**src/source/riscv_params.svh**
```systemverilog
// Word-addressed memory only; MEM_AW must equal log2(MEM_WORDS), PC_INIT must be word aligned
`ifndef RISCV_PARAMS_SVH
`define RISCV_PARAMS_SVH

// Data path and address width
`define XLEN 32

// Shared memory depth in words
`define MEM_WORDS 256

// Word address width
`define MEM_AW 8

// Reset PC, byte address
`define PC_INIT 32'h0000_0000

// Integer register count
`define NREGS 32

`endif

```
**src/source/riscv_pkg.sv**
```systemverilog
// RV32I subset types only; unlisted opcodes are not decoded and execute as no-ops
`include "riscv_params.svh"

package riscv_pkg;

  // One machine word
  typedef logic [`XLEN-1:0] word_t;

  // Major opcodes of the supported subset
  typedef enum logic [6:0] {
    OP_LUI    = 7'b0110111,
    OP_IMM    = 7'b0010011,
    OP_REG    = 7'b0110011,
    OP_LOAD   = 7'b0000011,
    OP_STORE  = 7'b0100011,
    OP_BRANCH = 7'b1100011,
    OP_JAL    = 7'b1101111,
    OP_SYSTEM = 7'b1110011
  } opcode_e;

  // ALU operation picked by decode
  typedef enum logic [2:0] {
    ALU_ADD,
    ALU_SUB,
    ALU_AND,
    ALU_OR,
    ALU_XOR,
    ALU_SLT,
    ALU_PASSB
  } alu_op_e;

  // Arbiter port index, also the priority order
  typedef enum logic [1:0] {
    REQ_HOST  = 2'd0,
    REQ_DATA  = 2'd1,
    REQ_FETCH = 2'd2
  } requester_e;

endpackage

```
**src/source/mem_arbiter.sv**
```systemverilog
// Fixed priority host over data over fetch; a busy host can starve the core
`timescale 1ns/1ps
`include "riscv_params.svh"

module mem_arbiter (
  input  logic                   clk,
  input  logic                   rst_n,
  input  logic                   host_req,
  input  logic                   host_we,
  input  logic [`MEM_AW-1:0]     host_addr,
  input  riscv_pkg::word_t       host_wdata,
  output logic                   host_ack,
  input  logic                   data_req,
  input  logic                   data_we,
  input  logic [`MEM_AW-1:0]     data_addr,
  input  riscv_pkg::word_t       data_wdata,
  output logic                   data_ack,
  input  logic                   fetch_req,
  input  logic                   fetch_we,
  input  logic [`MEM_AW-1:0]     fetch_addr,
  input  riscv_pkg::word_t       fetch_wdata,
  output logic                   fetch_ack,
  output logic                   mem_req,
  output logic                   mem_we,
  output logic [`MEM_AW-1:0]     mem_addr,
  output riscv_pkg::word_t       mem_wdata,
  input  logic                   mem_ack
);

  // One-hot grant, bit per requester index
  logic [2:0] grant;
  logic [2:0] reqs;

  assign reqs[riscv_pkg::REQ_HOST]  = host_req;
  assign reqs[riscv_pkg::REQ_DATA]  = data_req;
  assign reqs[riscv_pkg::REQ_FETCH] = fetch_req;

  always_ff @(posedge clk or negedge rst_n)
  begin
    if (!rst_n)
      grant <= '0;
    else if (grant == '0)
    begin
      // Pick by priority
      if (host_req)
        grant <= 3'b1 << riscv_pkg::REQ_HOST;
      else if (data_req)
        grant <= 3'b1 << riscv_pkg::REQ_DATA;
      else if (fetch_req)
        grant <= 3'b1 << riscv_pkg::REQ_FETCH;
    end
    // Release only after full four-phase completion
    else if (!(|(grant & reqs)) && !mem_ack)
      grant <= '0;
  end

  // Route granted port
  always_comb
  begin
    mem_req   = |(grant & reqs);
    mem_we    = fetch_we;
    mem_addr  = fetch_addr;
    mem_wdata = fetch_wdata;
    if (grant[riscv_pkg::REQ_HOST])
    begin
      mem_we    = host_we;
      mem_addr  = host_addr;
      mem_wdata = host_wdata;
    end
    else if (grant[riscv_pkg::REQ_DATA])
    begin
      mem_we    = data_we;
      mem_addr  = data_addr;
      mem_wdata = data_wdata;
    end
  end

  assign host_ack  = mem_ack && grant[riscv_pkg::REQ_HOST];
  assign data_ack  = mem_ack && grant[riscv_pkg::REQ_DATA];
  assign fetch_ack = mem_ack && grant[riscv_pkg::REQ_FETCH];

  // Grant holds across every edge with memory ack up
  a_grant_stable: assert property (@(posedge clk) disable iff (!rst_n)
    mem_ack |=> $stable(grant));

endmodule

```
**config.mk**
```make
export PLATFORM = sky130hd
export DESIGN_NAME = mem_arbiter
export DESIGN_NICKNAME = d
export VERILOG_FILES = /design/src/source/riscv_pkg.sv /design/src/source/mem_arbiter.sv
export VERILOG_INCLUDE_DIRS = /design/src /design/src/source
export SDC_FILE = /design/constraint.sdc
export NUM_CORES = 1
export LEC_CHECK = 0
export ABC_AREA = 1
export BUFFER_PORTS_ARGS = -buffer_cell sky130_fd_sc_hd__clkbuf_2
export CAP_MARGIN = 20
export CORE_AREA = 3 3 67 69
export DETAILED_ROUTE_END_ITERATION = 10
export DIE_AREA = 0 0 70 72
export GPL_ROUTABILITY_DRIVEN = 0
export PLACE_DENSITY_LB_ADDON = 0.1
export SLEW_MARGIN = 15
export SYNTH_ARGS = -nofsm -noshare
export SYNTH_HDL_FRONTEND = slang
export SYNTH_SLANG_ARGS = --single-unit
```
**constraint.sdc**
```tcl
create_clock -name clk -period 2.5 [get_ports clk]
set_input_delay 0.125 -clock clk [delete_from_list [all_inputs] [get_ports clk]]
set_output_delay 0.125 -clock clk [all_outputs]
set_load 0.02 [all_outputs]
```
==> flow_summary.yaml <==
run_status:
  status: "finished clean"
final_layout:
  layout-drive-gt1-share_pct: 48.0
  largest_register_ffs: 3
  diodes: 0
  area_growth_pct: 87.8
  fin_area_mm2: 0.00193
  fin_util_pct: 48.6
  top_register: "grant"
  top_regs: "grant: 3 flops"
  nNetsFinal: 509
logic_synthesis:
  synth_top_area_share_pct: 40.0
  synthTopCellsByArea: "a21oi_1 (40%), nand2_1 (21%), nor2_1 (16%)"
  yosysSeqAreaShare_pct: 7.31
  yosys-top-cells-count: "a21oi_1 (82), nand2_1 (57), nor2_1 (44)"
  synthDistinctLibCells: 13
  syn-num-nets: 346
  ys.flop_type: "dfrtp_1"
  synth_edf_count: 0
  ys_ff_latch: 3
  netlist_area_mm2: 0.00103
  synth.most_common_cell: "a21oi_1"
  synthCells: 217
  yosysWarnings: 0
  yosysTopAreaCell: "a21oi_1"
  postSynthAreaPerCell_um2: 4.73
  async_flop_share_pct: 100
global_route:
  antenna_found_initial: 0
  grt_pass1_wl_um: 8130
  grt_max_degree: 46
  track_usage_pct: 19.1
  grt_pass1_vias: 1762
  grt_overflow_total: 0
floorplanning:
  pin_count: 174
  core_mm2: 0.00397
  die_h_um: 72
  start_util_pct: 25.9
  die_x_um: 70
  row_count: 23
  die-area_mm2: 0.00504
timing:
  hold_viol: 0
  rsz0062_at_grt: "false"
  max_freq_ghz: 0.572
  slew_headroom_pct: 51.9
  finalSetupViolCount: 0
  tns_ns: 0
  finClkSkew_ns: 0.00123
  worst_slew_pin_slew_ns: 0.721
  min_period_ns: 1.75
  finalCritPeriodShare_pct: 69.9
  report.final.slew_viol_count: 0
power_and_ir_drop:
  pwr-share-clk_pct: 6.1
  irDropWorstVdd_mv: 0.459
  swShare_pct: 63.4
  p_sw_mw: 1.44
  p_seq_share_pct: 3.6
  internal_power_mw: 0.830
  p_leak_nw: 1.23
  power.total_mw: 2.27
  p_per_area_mw_per_mm2: 1180
  combPwrFrac_pct: 90.3
route:
  dr_total_vias: 2005
  via_per_inst: 4.67
  post_drt_wl_per_cell_um: 12.3
  drtIter0Drc: 106
  drc: 0
  routed_wirelength_um: 5300
  drtPass1Iterations: 5
  ant_nets: 0
clock_network:
  clock-root-buffer: "clkbuf_8"
  cts_tree: "done"
  cts-resized-gates: 0
  path_clk_slew_ns: 0.03
  cts_buffers: 3
  clock_latency_ns: 0.21
  cts_max_level: 1
  numClockSinks: 3
  cts_buffer_depth: 2
worst_setup_path:
  required_ns: 2.38
  rrSetupSlack_ns: 0.99
  criticalPathCategory: "reg2out"
  cp-end-kind: "output pin"
  worst_ep_arrival_time_ns: 1.62
  cp-start-kind: "flop"
  worstPathMaxFanout: 41
hold_path:
  hp-class: "in2reg"
placement:
  hpwl_um: 4020
  postPlaceCellArea_mm2: 0.00187
  port_buffers: 173
run:
  cap_violations: 0
-- cell type report --
cell class                 instances  area (µm²)
timing repair buffer             176         891
fill                             462        2040
multi-input combinational        190         833
sequential                         3        75.1
clock buffer                       4        45.0
tap                               50        62.6
inverter                           6        22.5
-- cell families after synthesis --
| logic type | after synthesis | synth area share [%] |
|---|---|---|
| compound gates | 82 | 40.0 |
| buf+inv | 24 | 11.6 |
| flops | 3 | 7.31 |
| simple gates | 108 | 41.2 |
-- cell usage in the layout, fill, tap and decap left out --
cell type	netlist	routed
buf_4	0	2
dlygate4sd3_1	0	1
nand3_1	3	3
clkbuf_1	0	1
inv_1	4	4
nor3_1	1	1
nand2_2	1	1
nor2_4	1	1
a21oi_1	82	82
nand2_1	57	57
nor2_1	44	44
inv_2	2	2
nand4_1	1	1
dfrtp_1	3	3
clkbuf_2	0	173
clkbuf_8	0	3
-- metal layers --
metal / vias to the layer above / GRT usage (%) / share of wire [%]
met2: 104 / 36.1 / 52
met5: - / 0 / 0
met4: 0 / 4.04 / 0.77
met3: 4 / 3.19 / 8.5
met1: 854 / 22.8 / 38
li1: 1043 / - / -
-- worst paths after layout --
kind,cells after the start,end,start
setup reg to reg,7,grant[0],grant[0]
min in group asynchronous,2,grant[2],rst_n
hold reg to reg,2,grant[2],grant[2]
setup / recovery,4,mem_wdata[23],grant[1]
max in group asynchronous,2,grant[0],rst_n
hold / removal,3,grant[2],fetch_req
-- metrics by stage --
stage / worst slack [ns] / hold slack (ns) / cells
after CTS: 0.743 / 0.171 / 429
after detailed placement: 0.965 / -0.0701 / 424
after floorplan: 1.22 / -0.171 / 217
after global routing: 0.609 / 0.194 / 429
final: 0.753 / 0.176 / 429
after global placement: 0.974 / -0.0736 / 424
-- worst max-delay path: stages (launching register included) --
cell and delay, ns:
dfrtp_1 0.37, inv_2 0.50, nand2_1 0.12, a21oi_1 0.20
clkbuf_2 0.20
-- power by group through the flow --
stage / combinational [mW] / sequential [mW] / clock (mW)
finish: 2.05 / 0.0824 / 0.138
global route: 2.27 / 0.0850 / 0.149
CTS: 2.07 / 0.0826 / 0.142
detailed placement: 2.06 / 0.0832 / 0
global placement: 2.06 / 0.0826 / 0
floorplan: 1.47 / 0.0762 / 0
-- repair_timing --
| action | CTS | global route |
|---|---|---|
| hold buffers | 1 | 0 |
| setup buffers | 0 | 0 |
| endpoints found under the hold margin | 3 | 0 |
Power figures use the tool's default switching activity.
