**src/source/riscv_params.svh**
```systemverilog
// Word-addressed memory only; MEM_AW must equal log2(MEM_WORDS), PC_INIT must be word aligned
`ifndef RISCV_PARAMS_SVH
`define RISCV_PARAMS_SVH

// Data path and address width
`define XLEN 32

// Shared memory depth in words
`define MEM_WORDS 256

// Word address width
`define MEM_AW 8

// Reset PC, byte address
`define PC_INIT 32'h0000_0000

// Integer register count
`define NREGS 32

`endif

```
**src/source/riscv_pkg.sv**
```systemverilog
// RV32I subset types only; unlisted opcodes are not decoded and execute as no-ops
`include "riscv_params.svh"

package riscv_pkg;

  // One machine word
  typedef logic [`XLEN-1:0] word_t;

  // Major opcodes of the supported subset
  typedef enum logic [6:0] {
    OP_LUI    = 7'b0110111,
    OP_IMM    = 7'b0010011,
    OP_REG    = 7'b0110011,
    OP_LOAD   = 7'b0000011,
    OP_STORE  = 7'b0100011,
    OP_BRANCH = 7'b1100011,
    OP_JAL    = 7'b1101111,
    OP_SYSTEM = 7'b1110011
  } opcode_e;

  // ALU operation picked by decode
  typedef enum logic [2:0] {
    ALU_ADD,
    ALU_SUB,
    ALU_AND,
    ALU_OR,
    ALU_XOR,
    ALU_SLT,
    ALU_PASSB
  } alu_op_e;

  // Arbiter port index, also the priority order
  typedef enum logic [1:0] {
    REQ_HOST  = 2'd0,
    REQ_DATA  = 2'd1,
    REQ_FETCH = 2'd2
  } requester_e;

endpackage

```
**src/source/riscv_core.sv**
```systemverilog
// Two instructions in flight at most, no forwarding needed since execute holds one at a time
`timescale 1ns/1ps
`include "riscv_params.svh"

module riscv_core (
  input  logic                   clk,
  input  logic                   rst_n,
  input  logic                   run,
  input  logic                   fetch_ack,
  input  riscv_pkg::word_t       fetch_rdata,
  input  logic                   data_ack,
  input  riscv_pkg::word_t       data_rdata,
  output logic                   fetch_req,
  output logic [`MEM_AW-1:0]     fetch_addr,
  output logic                   data_req,
  output logic                   data_we,
  output logic [`MEM_AW-1:0]     data_addr,
  output riscv_pkg::word_t       data_wdata,
  output logic                   halted
);

  riscv_pkg::word_t regs [`NREGS];
  riscv_pkg::word_t fetched_instr, fetched_pc, redirect_pc, rd_val;
  riscv_pkg::word_t id_instr, id_pc, rs1_val, rs2_val;
  logic [4:0]       rs1, rs2, rd;
  logic             fetched_valid, id_valid, take, ex_ready, redirect, rd_we;

  // Move buffered word into execute once it frees up
  assign take = run && !halted && !redirect && fetched_valid && (!id_valid || ex_ready);

  ////////////////////
  // Hand-off register
  ////////////////////

  always_ff @(posedge clk or negedge rst_n)
  begin
    if (!rst_n)
      id_valid <= 1'b0;
    else if (!run || redirect)
      id_valid <= 1'b0;
    else if (take)
      id_valid <= 1'b1;
    else if (ex_ready)
      id_valid <= 1'b0;
  end

  always_ff @(posedge clk)
  begin
    if (take)
    begin
      id_instr <= fetched_instr;
      id_pc    <= fetched_pc;
    end
  end

  ////////////////////
  // Register file
  ////////////////////

  always_ff @(posedge clk)
  begin
    if (rd_we)
      regs[rd] <= rd_val;
  end

  // x0 hardwired to zero
  assign rs1_val = (rs1 == 5'd0) ? '0 : regs[rs1];
  assign rs2_val = (rs2 == 5'd0) ? '0 : regs[rs2];

  riscv_if if_unit (
    .clk, .rst_n, .run, .redirect, .redirect_pc, .take,
    .fetch_ack, .fetch_rdata, .fetch_req, .fetch_addr,
    .fetched_instr, .fetched_pc, .fetched_valid
  );

  // Halted core executes nothing more
  riscv_ex ex_unit (
    .clk, .rst_n, .run,
    .instr       ( id_instr             ),
    .pc          ( id_pc                ),
    .instr_valid ( id_valid && !halted  ),
    .rs1_val, .rs2_val, .data_ack, .data_rdata,
    .rs1, .rs2, .ex_ready, .rd_we, .rd, .rd_val,
    .redirect, .redirect_pc,
    .data_req, .data_we, .data_addr, .data_wdata, .halted
  );

endmodule

```
**src/source/riscv_ex.sv**
```systemverilog
// Single-issue execute; LW/SW are word only with no misalign or illegal-instruction trap
`timescale 1ns/1ps
`include "riscv_params.svh"

module riscv_ex (
  input  logic                   clk,
  input  logic                   rst_n,
  input  logic                   run,
  input  riscv_pkg::word_t       instr,
  input  riscv_pkg::word_t       pc,
  input  logic                   instr_valid,
  input  riscv_pkg::word_t       rs1_val,
  input  riscv_pkg::word_t       rs2_val,
  input  logic                   data_ack,
  input  riscv_pkg::word_t       data_rdata,
  output logic [4:0]             rs1,
  output logic [4:0]             rs2,
  output logic                   ex_ready,
  output logic                   rd_we,
  output logic [4:0]             rd,
  output riscv_pkg::word_t       rd_val,
  output logic                   redirect,
  output riscv_pkg::word_t       redirect_pc,
  output logic                   data_req,
  output logic                   data_we,
  output logic [`MEM_AW-1:0]     data_addr,
  output riscv_pkg::word_t       data_wdata,
  output logic                   halted
);

  localparam logic [1:0] MS_IDLE = 2'd0;
  localparam logic [1:0] MS_REQ  = 2'd1;
  localparam logic [1:0] MS_WAIT = 2'd2;
  localparam logic [1:0] MS_DONE = 2'd3;

  riscv_pkg::opcode_e opcode;
  riscv_pkg::alu_op_e alu_op;
  riscv_pkg::word_t   imm_i, imm_s, imm_b, imm_u, imm_j;
  riscv_pkg::word_t   alu_b, alu_r, mem_byte_addr, load_q;
  logic [2:0]         funct3;
  logic [1:0]         mstate;
  logic               wb_en, is_mem, is_store, is_jal, is_ebreak, take_br;

  ////////////////////
  // Decode
  ////////////////////

  assign opcode = riscv_pkg::opcode_e'(instr[6:0]);
  assign funct3 = instr[14:12];
  assign rs1    = instr[19:15];
  assign rs2    = instr[24:20];
  assign rd     = instr[11:7];

  // Immediate formats
  assign imm_i = {{20{instr[31]}}, instr[31:20]};
  assign imm_s = {{20{instr[31]}}, instr[31:25], instr[11:7]};
  assign imm_b = {{19{instr[31]}}, instr[31], instr[7], instr[30:25], instr[11:8], 1'b0};
  assign imm_u = {instr[31:12], 12'h000};
  assign imm_j = {{11{instr[31]}}, instr[31], instr[19:12], instr[20], instr[30:21], 1'b0};

  always_comb
  begin
    alu_op    = riscv_pkg::ALU_ADD;
    alu_b     = rs2_val;
    wb_en     = 1'b0;
    is_mem    = 1'b0;
    is_store  = 1'b0;
    is_jal    = 1'b0;
    is_ebreak = 1'b0;
    take_br   = 1'b0;
    case (opcode)
      riscv_pkg::OP_LUI:
      begin
        alu_op = riscv_pkg::ALU_PASSB;
        alu_b  = imm_u;
        wb_en  = 1'b1;
      end
      riscv_pkg::OP_IMM:
      begin
        alu_b = imm_i;
        // Only ADDI, XORI, ORI, ANDI write back
        wb_en = (funct3 == 3'b000) || (funct3 == 3'b100) || (funct3 >= 3'b110);
        case (funct3)
          3'b100:  alu_op = riscv_pkg::ALU_XOR;
          3'b110:  alu_op = riscv_pkg::ALU_OR;
          3'b111:  alu_op = riscv_pkg::ALU_AND;
          default: alu_op = riscv_pkg::ALU_ADD;
        endcase
      end
      riscv_pkg::OP_REG:
      begin
        wb_en = 1'b1;
        case (funct3)
          3'b000:  alu_op = instr[30] ? riscv_pkg::ALU_SUB : riscv_pkg::ALU_ADD;
          3'b010:  alu_op = riscv_pkg::ALU_SLT;
          3'b100:  alu_op = riscv_pkg::ALU_XOR;
          3'b110:  alu_op = riscv_pkg::ALU_OR;
          3'b111:  alu_op = riscv_pkg::ALU_AND;
          default: wb_en  = 1'b0;
        endcase
      end
      riscv_pkg::OP_LOAD:
      begin
        is_mem = 1'b1;
        wb_en  = 1'b1;
      end
      riscv_pkg::OP_STORE:
      begin
        is_mem   = 1'b1;
        is_store = 1'b1;
      end
      // BEQ on funct3 000, BNE on 001
      riscv_pkg::OP_BRANCH:
        take_br = (funct3 == 3'b000) ? (rs1_val == rs2_val) :
                  (funct3 == 3'b001) ? (rs1_val != rs2_val) : 1'b0;
      riscv_pkg::OP_JAL:
      begin
        is_jal  = 1'b1;
        wb_en   = 1'b1;
        take_br = 1'b1;
      end
      riscv_pkg::OP_SYSTEM:
        is_ebreak = (instr == 32'h0010_0073);
      default: ;
    endcase
  end

  ////////////////////
  // ALU and branch
  ////////////////////

  always_comb
  begin
    case (alu_op)
      riscv_pkg::ALU_SUB:   alu_r = rs1_val - alu_b;
      riscv_pkg::ALU_AND:   alu_r = rs1_val & alu_b;
      riscv_pkg::ALU_OR:    alu_r = rs1_val | alu_b;
      riscv_pkg::ALU_XOR:   alu_r = rs1_val ^ alu_b;
      riscv_pkg::ALU_SLT:   alu_r = {31'd0, $signed(rs1_val) < $signed(alu_b)};
      riscv_pkg::ALU_PASSB: alu_r = alu_b;
      default:              alu_r = rs1_val + alu_b;
    endcase
  end

  // Memory ops retire after the full handshake
  assign ex_ready    = instr_valid && (!is_mem || (mstate == MS_DONE));
  assign redirect    = ex_ready && take_br;
  assign redirect_pc = pc + (is_jal ? imm_j : imm_b);

  // Writeback, x0 never written
  assign rd_we  = ex_ready && wb_en && (rd != 5'd0);
  assign rd_val = is_jal ? pc + 32'd4 : (is_mem ? load_q : alu_r);

  ////////////////////
  // Data master
  ////////////////////

  assign mem_byte_addr = rs1_val + (is_store ? imm_s : imm_i);

  always_ff @(posedge clk or negedge rst_n)
  begin
    if (!rst_n)
    begin
      mstate   <= MS_IDLE;
      data_req <= 1'b0;
      halted   <= 1'b0;
    end
    else
    begin
      case (mstate)
        MS_IDLE:
          if (instr_valid && is_mem)
          begin
            data_req <= 1'b1;
            mstate   <= MS_REQ;
          end
        MS_REQ:
          if (data_ack)
          begin
            data_req <= 1'b0;
            mstate   <= MS_WAIT;
          end
        // Wait for responder to release ack
        MS_WAIT:
          if (!data_ack)
            mstate <= MS_DONE;
        default:
          mstate <= MS_IDLE;
      endcase

      // Sticky until run drops
      if (!run)
        halted <= 1'b0;
      else if (ex_ready && is_ebreak)
        halted <= 1'b1;
    end
  end

  // Request payload and load data
  always_ff @(posedge clk)
  begin
    if (mstate == MS_IDLE)
    begin
      data_we    <= is_store;
      data_addr  <= mem_byte_addr[`MEM_AW+1:2];
      data_wdata <= rs2_val;
    end
    if (mstate == MS_REQ && data_ack)
      load_q <= data_rdata;
  end

  // Load or store retires only once the responder has released ack
  a_mem_retire_after_ack: assert property (@(posedge clk) disable iff (!rst_n)
    (ex_ready && is_mem) |-> !data_ack);

endmodule

```
**src/source/riscv_if.sv**
```systemverilog
// One-word fetch buffer, no prefetch beyond it; a fetch in flight at redirect or stop is dropped
`timescale 1ns/1ps
`include "riscv_params.svh"

module riscv_if (
  input  logic                   clk,
  input  logic                   rst_n,
  input  logic                   run,
  input  logic                   redirect,
  input  riscv_pkg::word_t       redirect_pc,
  input  logic                   take,
  input  logic                   fetch_ack,
  input  riscv_pkg::word_t       fetch_rdata,
  output logic                   fetch_req,
  output logic [`MEM_AW-1:0]     fetch_addr,
  output riscv_pkg::word_t       fetched_instr,
  output riscv_pkg::word_t       fetched_pc,
  output logic                   fetched_valid
);

  riscv_pkg::word_t pc;
  riscv_pkg::word_t req_pc;
  logic             discard;
  logic             landing;

  // Word returned on this edge
  assign landing    = fetch_req && fetch_ack;
  // Address held stable for the whole handshake
  assign fetch_addr = req_pc[`MEM_AW+1:2];

  always_ff @(posedge clk or negedge rst_n)
  begin
    if (!rst_n)
    begin
      pc            <= `PC_INIT;
      req_pc        <= `PC_INIT;
      fetch_req     <= 1'b0;
      discard       <= 1'b0;
      fetched_valid <= 1'b0;
      fetched_instr <= '0;
      fetched_pc    <= '0;
    end
    else
    begin
      // Drop req once ack seen
      if (landing)
        fetch_req <= 1'b0;

      if (!run || redirect)
      begin
        // Restart point, buffer emptied
        pc            <= run ? redirect_pc : `PC_INIT;
        fetched_valid <= 1'b0;
        // Word still owed by memory gets thrown away
        discard       <= fetch_req && !fetch_ack;
      end
      else
      begin
        if (take)
          fetched_valid <= 1'b0;

        if (landing)
        begin
          discard <= 1'b0;
          if (!discard)
          begin
            fetched_instr <= fetch_rdata;
            fetched_pc    <= req_pc;
            fetched_valid <= 1'b1;
            pc            <= req_pc + 32'd4;
          end
        end
        // Start next fetch only with an empty buffer and idle bus
        else if (!fetch_req && !fetch_ack && !fetched_valid && !discard)
        begin
          fetch_req <= 1'b1;
          req_pc    <= pc;
        end
      end
    end
  end

  // Four-phase rule, no new req over a live ack
  a_req_after_ack: assert property (@(posedge clk) disable iff (!rst_n)
    $rose(fetch_req) |-> !fetch_ack);

endmodule

```
**config.mk**
```make
export PLATFORM = sky130hd
export DESIGN_NAME = riscv_core
export DESIGN_NICKNAME = d
export VERILOG_FILES = /design/src/source/riscv_pkg.sv /design/src/source/riscv_core.sv /design/src/source/riscv_ex.sv /design/src/source/riscv_if.sv
export VERILOG_INCLUDE_DIRS = /design/src /design/src/source
export SDC_FILE = /design/constraint.sdc
export NUM_CORES = 2
export LEC_CHECK = 0
export ABC_CLOCK_PERIOD_IN_PS = 13800
export BUFFER_PORTS_ARGS = -buffer_cell sky130_fd_sc_hd__buf_4
export CAP_MARGIN = 20
export CORE_MARGIN = 4
export CORE_UTILIZATION = 45
export CTS_CLUSTER_SIZE = 16
export DETAILED_ROUTE_END_ITERATION = 12
export PLACE_DENSITY = 0.59
export REMOVE_ABC_BUFFERS = 1
export SLEW_MARGIN = 15
export SYNTH_ARGS = -nofsm -noshare
export SYNTH_HDL_FRONTEND = slang
export SYNTH_SLANG_ARGS = --single-unit
```
**constraint.sdc**
```tcl
create_clock -name clk -period 13.8 [get_ports clk]
set_input_delay 2.07 -clock clk [delete_from_list [all_inputs] [get_ports clk]]
set_output_delay 2.07 -clock clk [all_outputs]
set_load 0.01 [all_outputs]
```
==> impl_metrics.yaml <==
run_status:
  status: "completed"
sta:
  hold_viol_final: 0
  worst_pin_slew_ps: 1130
  period_share_pct: 61.5
  rsz0062_at_grt: "false"
  setup_viol: 0
  maxClockFrequency_mhz: 118
  finalSetupTns_ps: 0
  finalMaxSlewViolations: 0
  period_minus_slack_ps: 8480
  relSlewSlack_pct: 24.8
  finalClockSkew_ps: 41.6
  worst_hold_slack_ps: 438
cts:
  postCtsResizedCells: 0
  cts_num_sinks: 1307
  cts_hold_buf: 0
  cts_buffer_depth: 3
  cts_tree: "done"
  cts-root-buf: "clkbuf_16"
  htreeDepth: 4
  clkLatencyLatePin_ps: 790
  post-cts-setup-buffer-count: 0
  cts_buffers: 143
  cts.clk_slew.worst_paths_ps: 70
synth:
  synthArstFlopShare_pct: 10.4
  synth_edf_count: 1161
  syn_avg_cell_area_um2: 15.9
  ys_types: 88
  synth_ff_type: "edfxtp_1"
  ys_seq_area_share_pct: 57.7
  syn_area_um2: 66700
  syn_inst: 4183
  ys.warnings.count: 0
  ys_ff_latch: 1307
floorplan:
  die_w_um: 393
  row_count: 140
  ios: 121
  die-area_um2: 154000
  die_h_um: 393
  fp.coreArea_um2: 146000
  start_util_pct: 45.5
drt:
  drtPass1Iterations: 6
  vias: 42400
  viasPerCell: 6.65
  drc_errors: 0
  wire_per_inst_um: 34.0
  drt_iter0_markers: 5080
  antenna_left: 0
  routed_wl_um: 217000
layout:
  final_util_pct: 51.2
  num-nets-final: 4543
  ff_latch_area_um2: 38500
  drive_gt1_share_pct: 28.5
  area_growth_pct: 12.4
  mostFrequentLayoutCells: "1,161 x edfxtp_1, 575 x mux4_2, 239 x buf_4"
  fillers: 12100
  design_area_um2: 74900
  layout_commonest_cell: "edfxtp_1"
  multiInputGateArea_um2: 27000
critical_path:
  cp.required_ps: 14460
  ff2ff_setup_slack_ps: 5320
  crit_type: "register to register"
  critical_path_arrival_ps: 9140
  critPathLaunchType: "register"
  crit_fanout: 78
  rr_worst_depth: 17
  worstSetupEndpointType: "register"
pwr:
  p_sw_mw: 3.21
  power_frac_clock_pct: 33.6
  ir_drop_mv: 0.121
  combPwrFrac_pct: 19.6
  cellLeakagePower_nw: 25.7
  seqPwrFrac_pct: 46.8
  power_mw: 11.2
  power.density_nw_per_um2: 150
  p_int_mw: 7.99
  p_sw_share_pct: 28.7
placed_design:
  port_buffers: 120
  hpwl_um: 135000
  place.gp.congestion: 0.963
  place_area_um2: 70300
grt:
  grt_pass1_wl_um: 307000
  grt_start_max_net_pins: 135
  antenna_found_initial: 6
  grt_usage_pct: 28.0
  grt-ovfl-total: 0
  grt_pass1_vias: 41600
worst_hold_path:
  min_path_type: "register to register"
job:
  drv_cap: 0
## cell type report
cell class              count  share of cell area [%]
flip-flops and latches   1307                    51.4
multi-input cells        2501                    36.0
clock buffers             169                    4.98
well taps                1917                    3.20
repair buffers            249                    2.63
clock inverters            89                    1.16
inverters                 132                   0.661
diodes                      2                 0.00668
## metal layers
| layer | GRT usage, % | part of all wire [%] | up-vias |
|---|---|---|---|
| li1 | - | - | 17400 |
| met1 | 38.9 | 40 | 22300 |
| met2 | 43.9 | 46 | 2307 |
| met3 | 5.34 | 9.2 | 402 |
| met4 | 11.0 | 4.4 | 2 |
| met5 | 0 | 0.0092 | - |
## power groups by stage
stage	registers [mW]	clock network, mW	logic (mW)
after floorplan	5.34	0	1.32
after global placement	5.32	0	2.13
after global routing	5.27	4.01	2.35
after detailed placement	5.33	0	2.16
final	5.24	3.76	2.20
after CTS	5.25	3.83	2.17
## critical path, cell delays in order, from the launching register on
cell and delay (ps):
dfxtp_4 710, buf_12 530, buf_4 720, mux4_2 600, mux4_2 490, nor2_1 190, a211oi_1 150, nor4b_2 820
nand4_1 270, nor4_2 780, xnor2_1 220, o32ai_2 100, buf_4 250, nor2_2 290, buf_4 340, and3_4 560
buf_4 680, mux2_2 410
## state kept, by name (all words and copies together), names as in the netlist, named ones only
| register | flops |
|---|---|
| id_pc | 32 |
| if_unit.fetched_pc | 32 |
| ex_unit.data_we | 1 |
| if_unit.fetched_valid | 1 |
| if_unit.fetched_instr | 32 |
| ex_unit.data_req | 1 |
| ex_unit.data_wdata | 32 |
| if_unit.req_pc | 32 |
| ex_unit.mstate | 2 |
| if_unit.pc | 32 |
| if_unit.fetch_req | 1 |
| ex_unit.halted | 1 |
| if_unit.discard | 1 |
| ex_unit.load_q | 32 |
| regs | 1024 |
| id_instr | 32 |
| id_valid | 1 |
| ex_unit.data_addr | 8 |
## worst min path at each step
stage / depth (start not counted) / end / slack [ps] / start
floorplan: 0 / id_instr[0]$_DFFE_PN_ / 420 / if_unit.fetched_instr[0]$_DFFE_PN0P_
finish: 0 / id_instr[25]$_DFFE_PN_ / 440 / if_unit.fetched_instr[25]$_DFFE_PN0P_
detailed placement: 0 / id_pc[24]$_DFFE_PN_ / 430 / if_unit.fetched_pc[24]$_DFFE_PN0P_
global route: 0 / id_pc[25]$_DFFE_PN_ / 450 / if_unit.fetched_pc[25]$_DFFE_PN0P_
global placement: 0 / id_instr[28]$_DFFE_PN_ / 420 / if_unit.fetched_instr[28]$_DFFE_PN0P_
CTS: 0 / id_instr[25]$_DFFE_PN_ / 440 / if_unit.fetched_instr[25]$_DFFE_PN0P_
## synth_stat cells (all sizes together) (16+ instances only)
cell type	instances	share of area, %
a211oi	79	0.89
nand3	51	0.38
ha	139	2.6
clkbuf	123	0.69
nor3	48	0.36
inv	131	0.74
o21ai	149	1.1
a21o	31	0.35
nand4	21	0.20
nand2	175	0.99
a211o	44	0.58
and2	35	0.33
a31oi	16	0.15
or2	40	0.38
nor2	191	1.1
o211ai	48	0.54
nand2b	49	0.46
edfxtp	1161	52
mux4	575	19
o21a	24	0.27
a2bb2oi	29	0.38
o211a	16	0.24
a221oi	42	0.55
xnor2	72	0.95
mux2	111	1.9
o21bai	19	0.21
buf	151	1.4
xor2	26	0.34
a21oi	103	0.77
and3	22	0.21
nor2b	19	0.18
mux2i	73	1.1
dfrtp	136	5.1
o22ai	79	0.74
## cells by family (layout without fill, tap and decap cells)
kind of cell / count (synthesis) / in the layout / synth area share (%)
compound gates: 755 / 755 / 7.79
buf+inv: 406 / 639 / 2.79
other cells: 1 / 34 / 0.00563
simple gates: 717 / 717 / 5.34
flops: 1307 / 1307 / 57.7
fa+ha+maj: 140 / 140 / 2.64
mux: 759 / 759 / 22.4
xor+xnor: 98 / 98 / 1.29
## metrics by stage
step / std cells / setup slack [ps]
6_report: 6366 / 5320
5_1_grt: 6364 / 4860
4_1_cts: 6361 / 5280
3_5_place_dp: 6103 / 5290
3_3_place_gp: 6103 / 4850
2_1_floorplan: 3940 / -1720
Power figures use the tool's default switching activity.
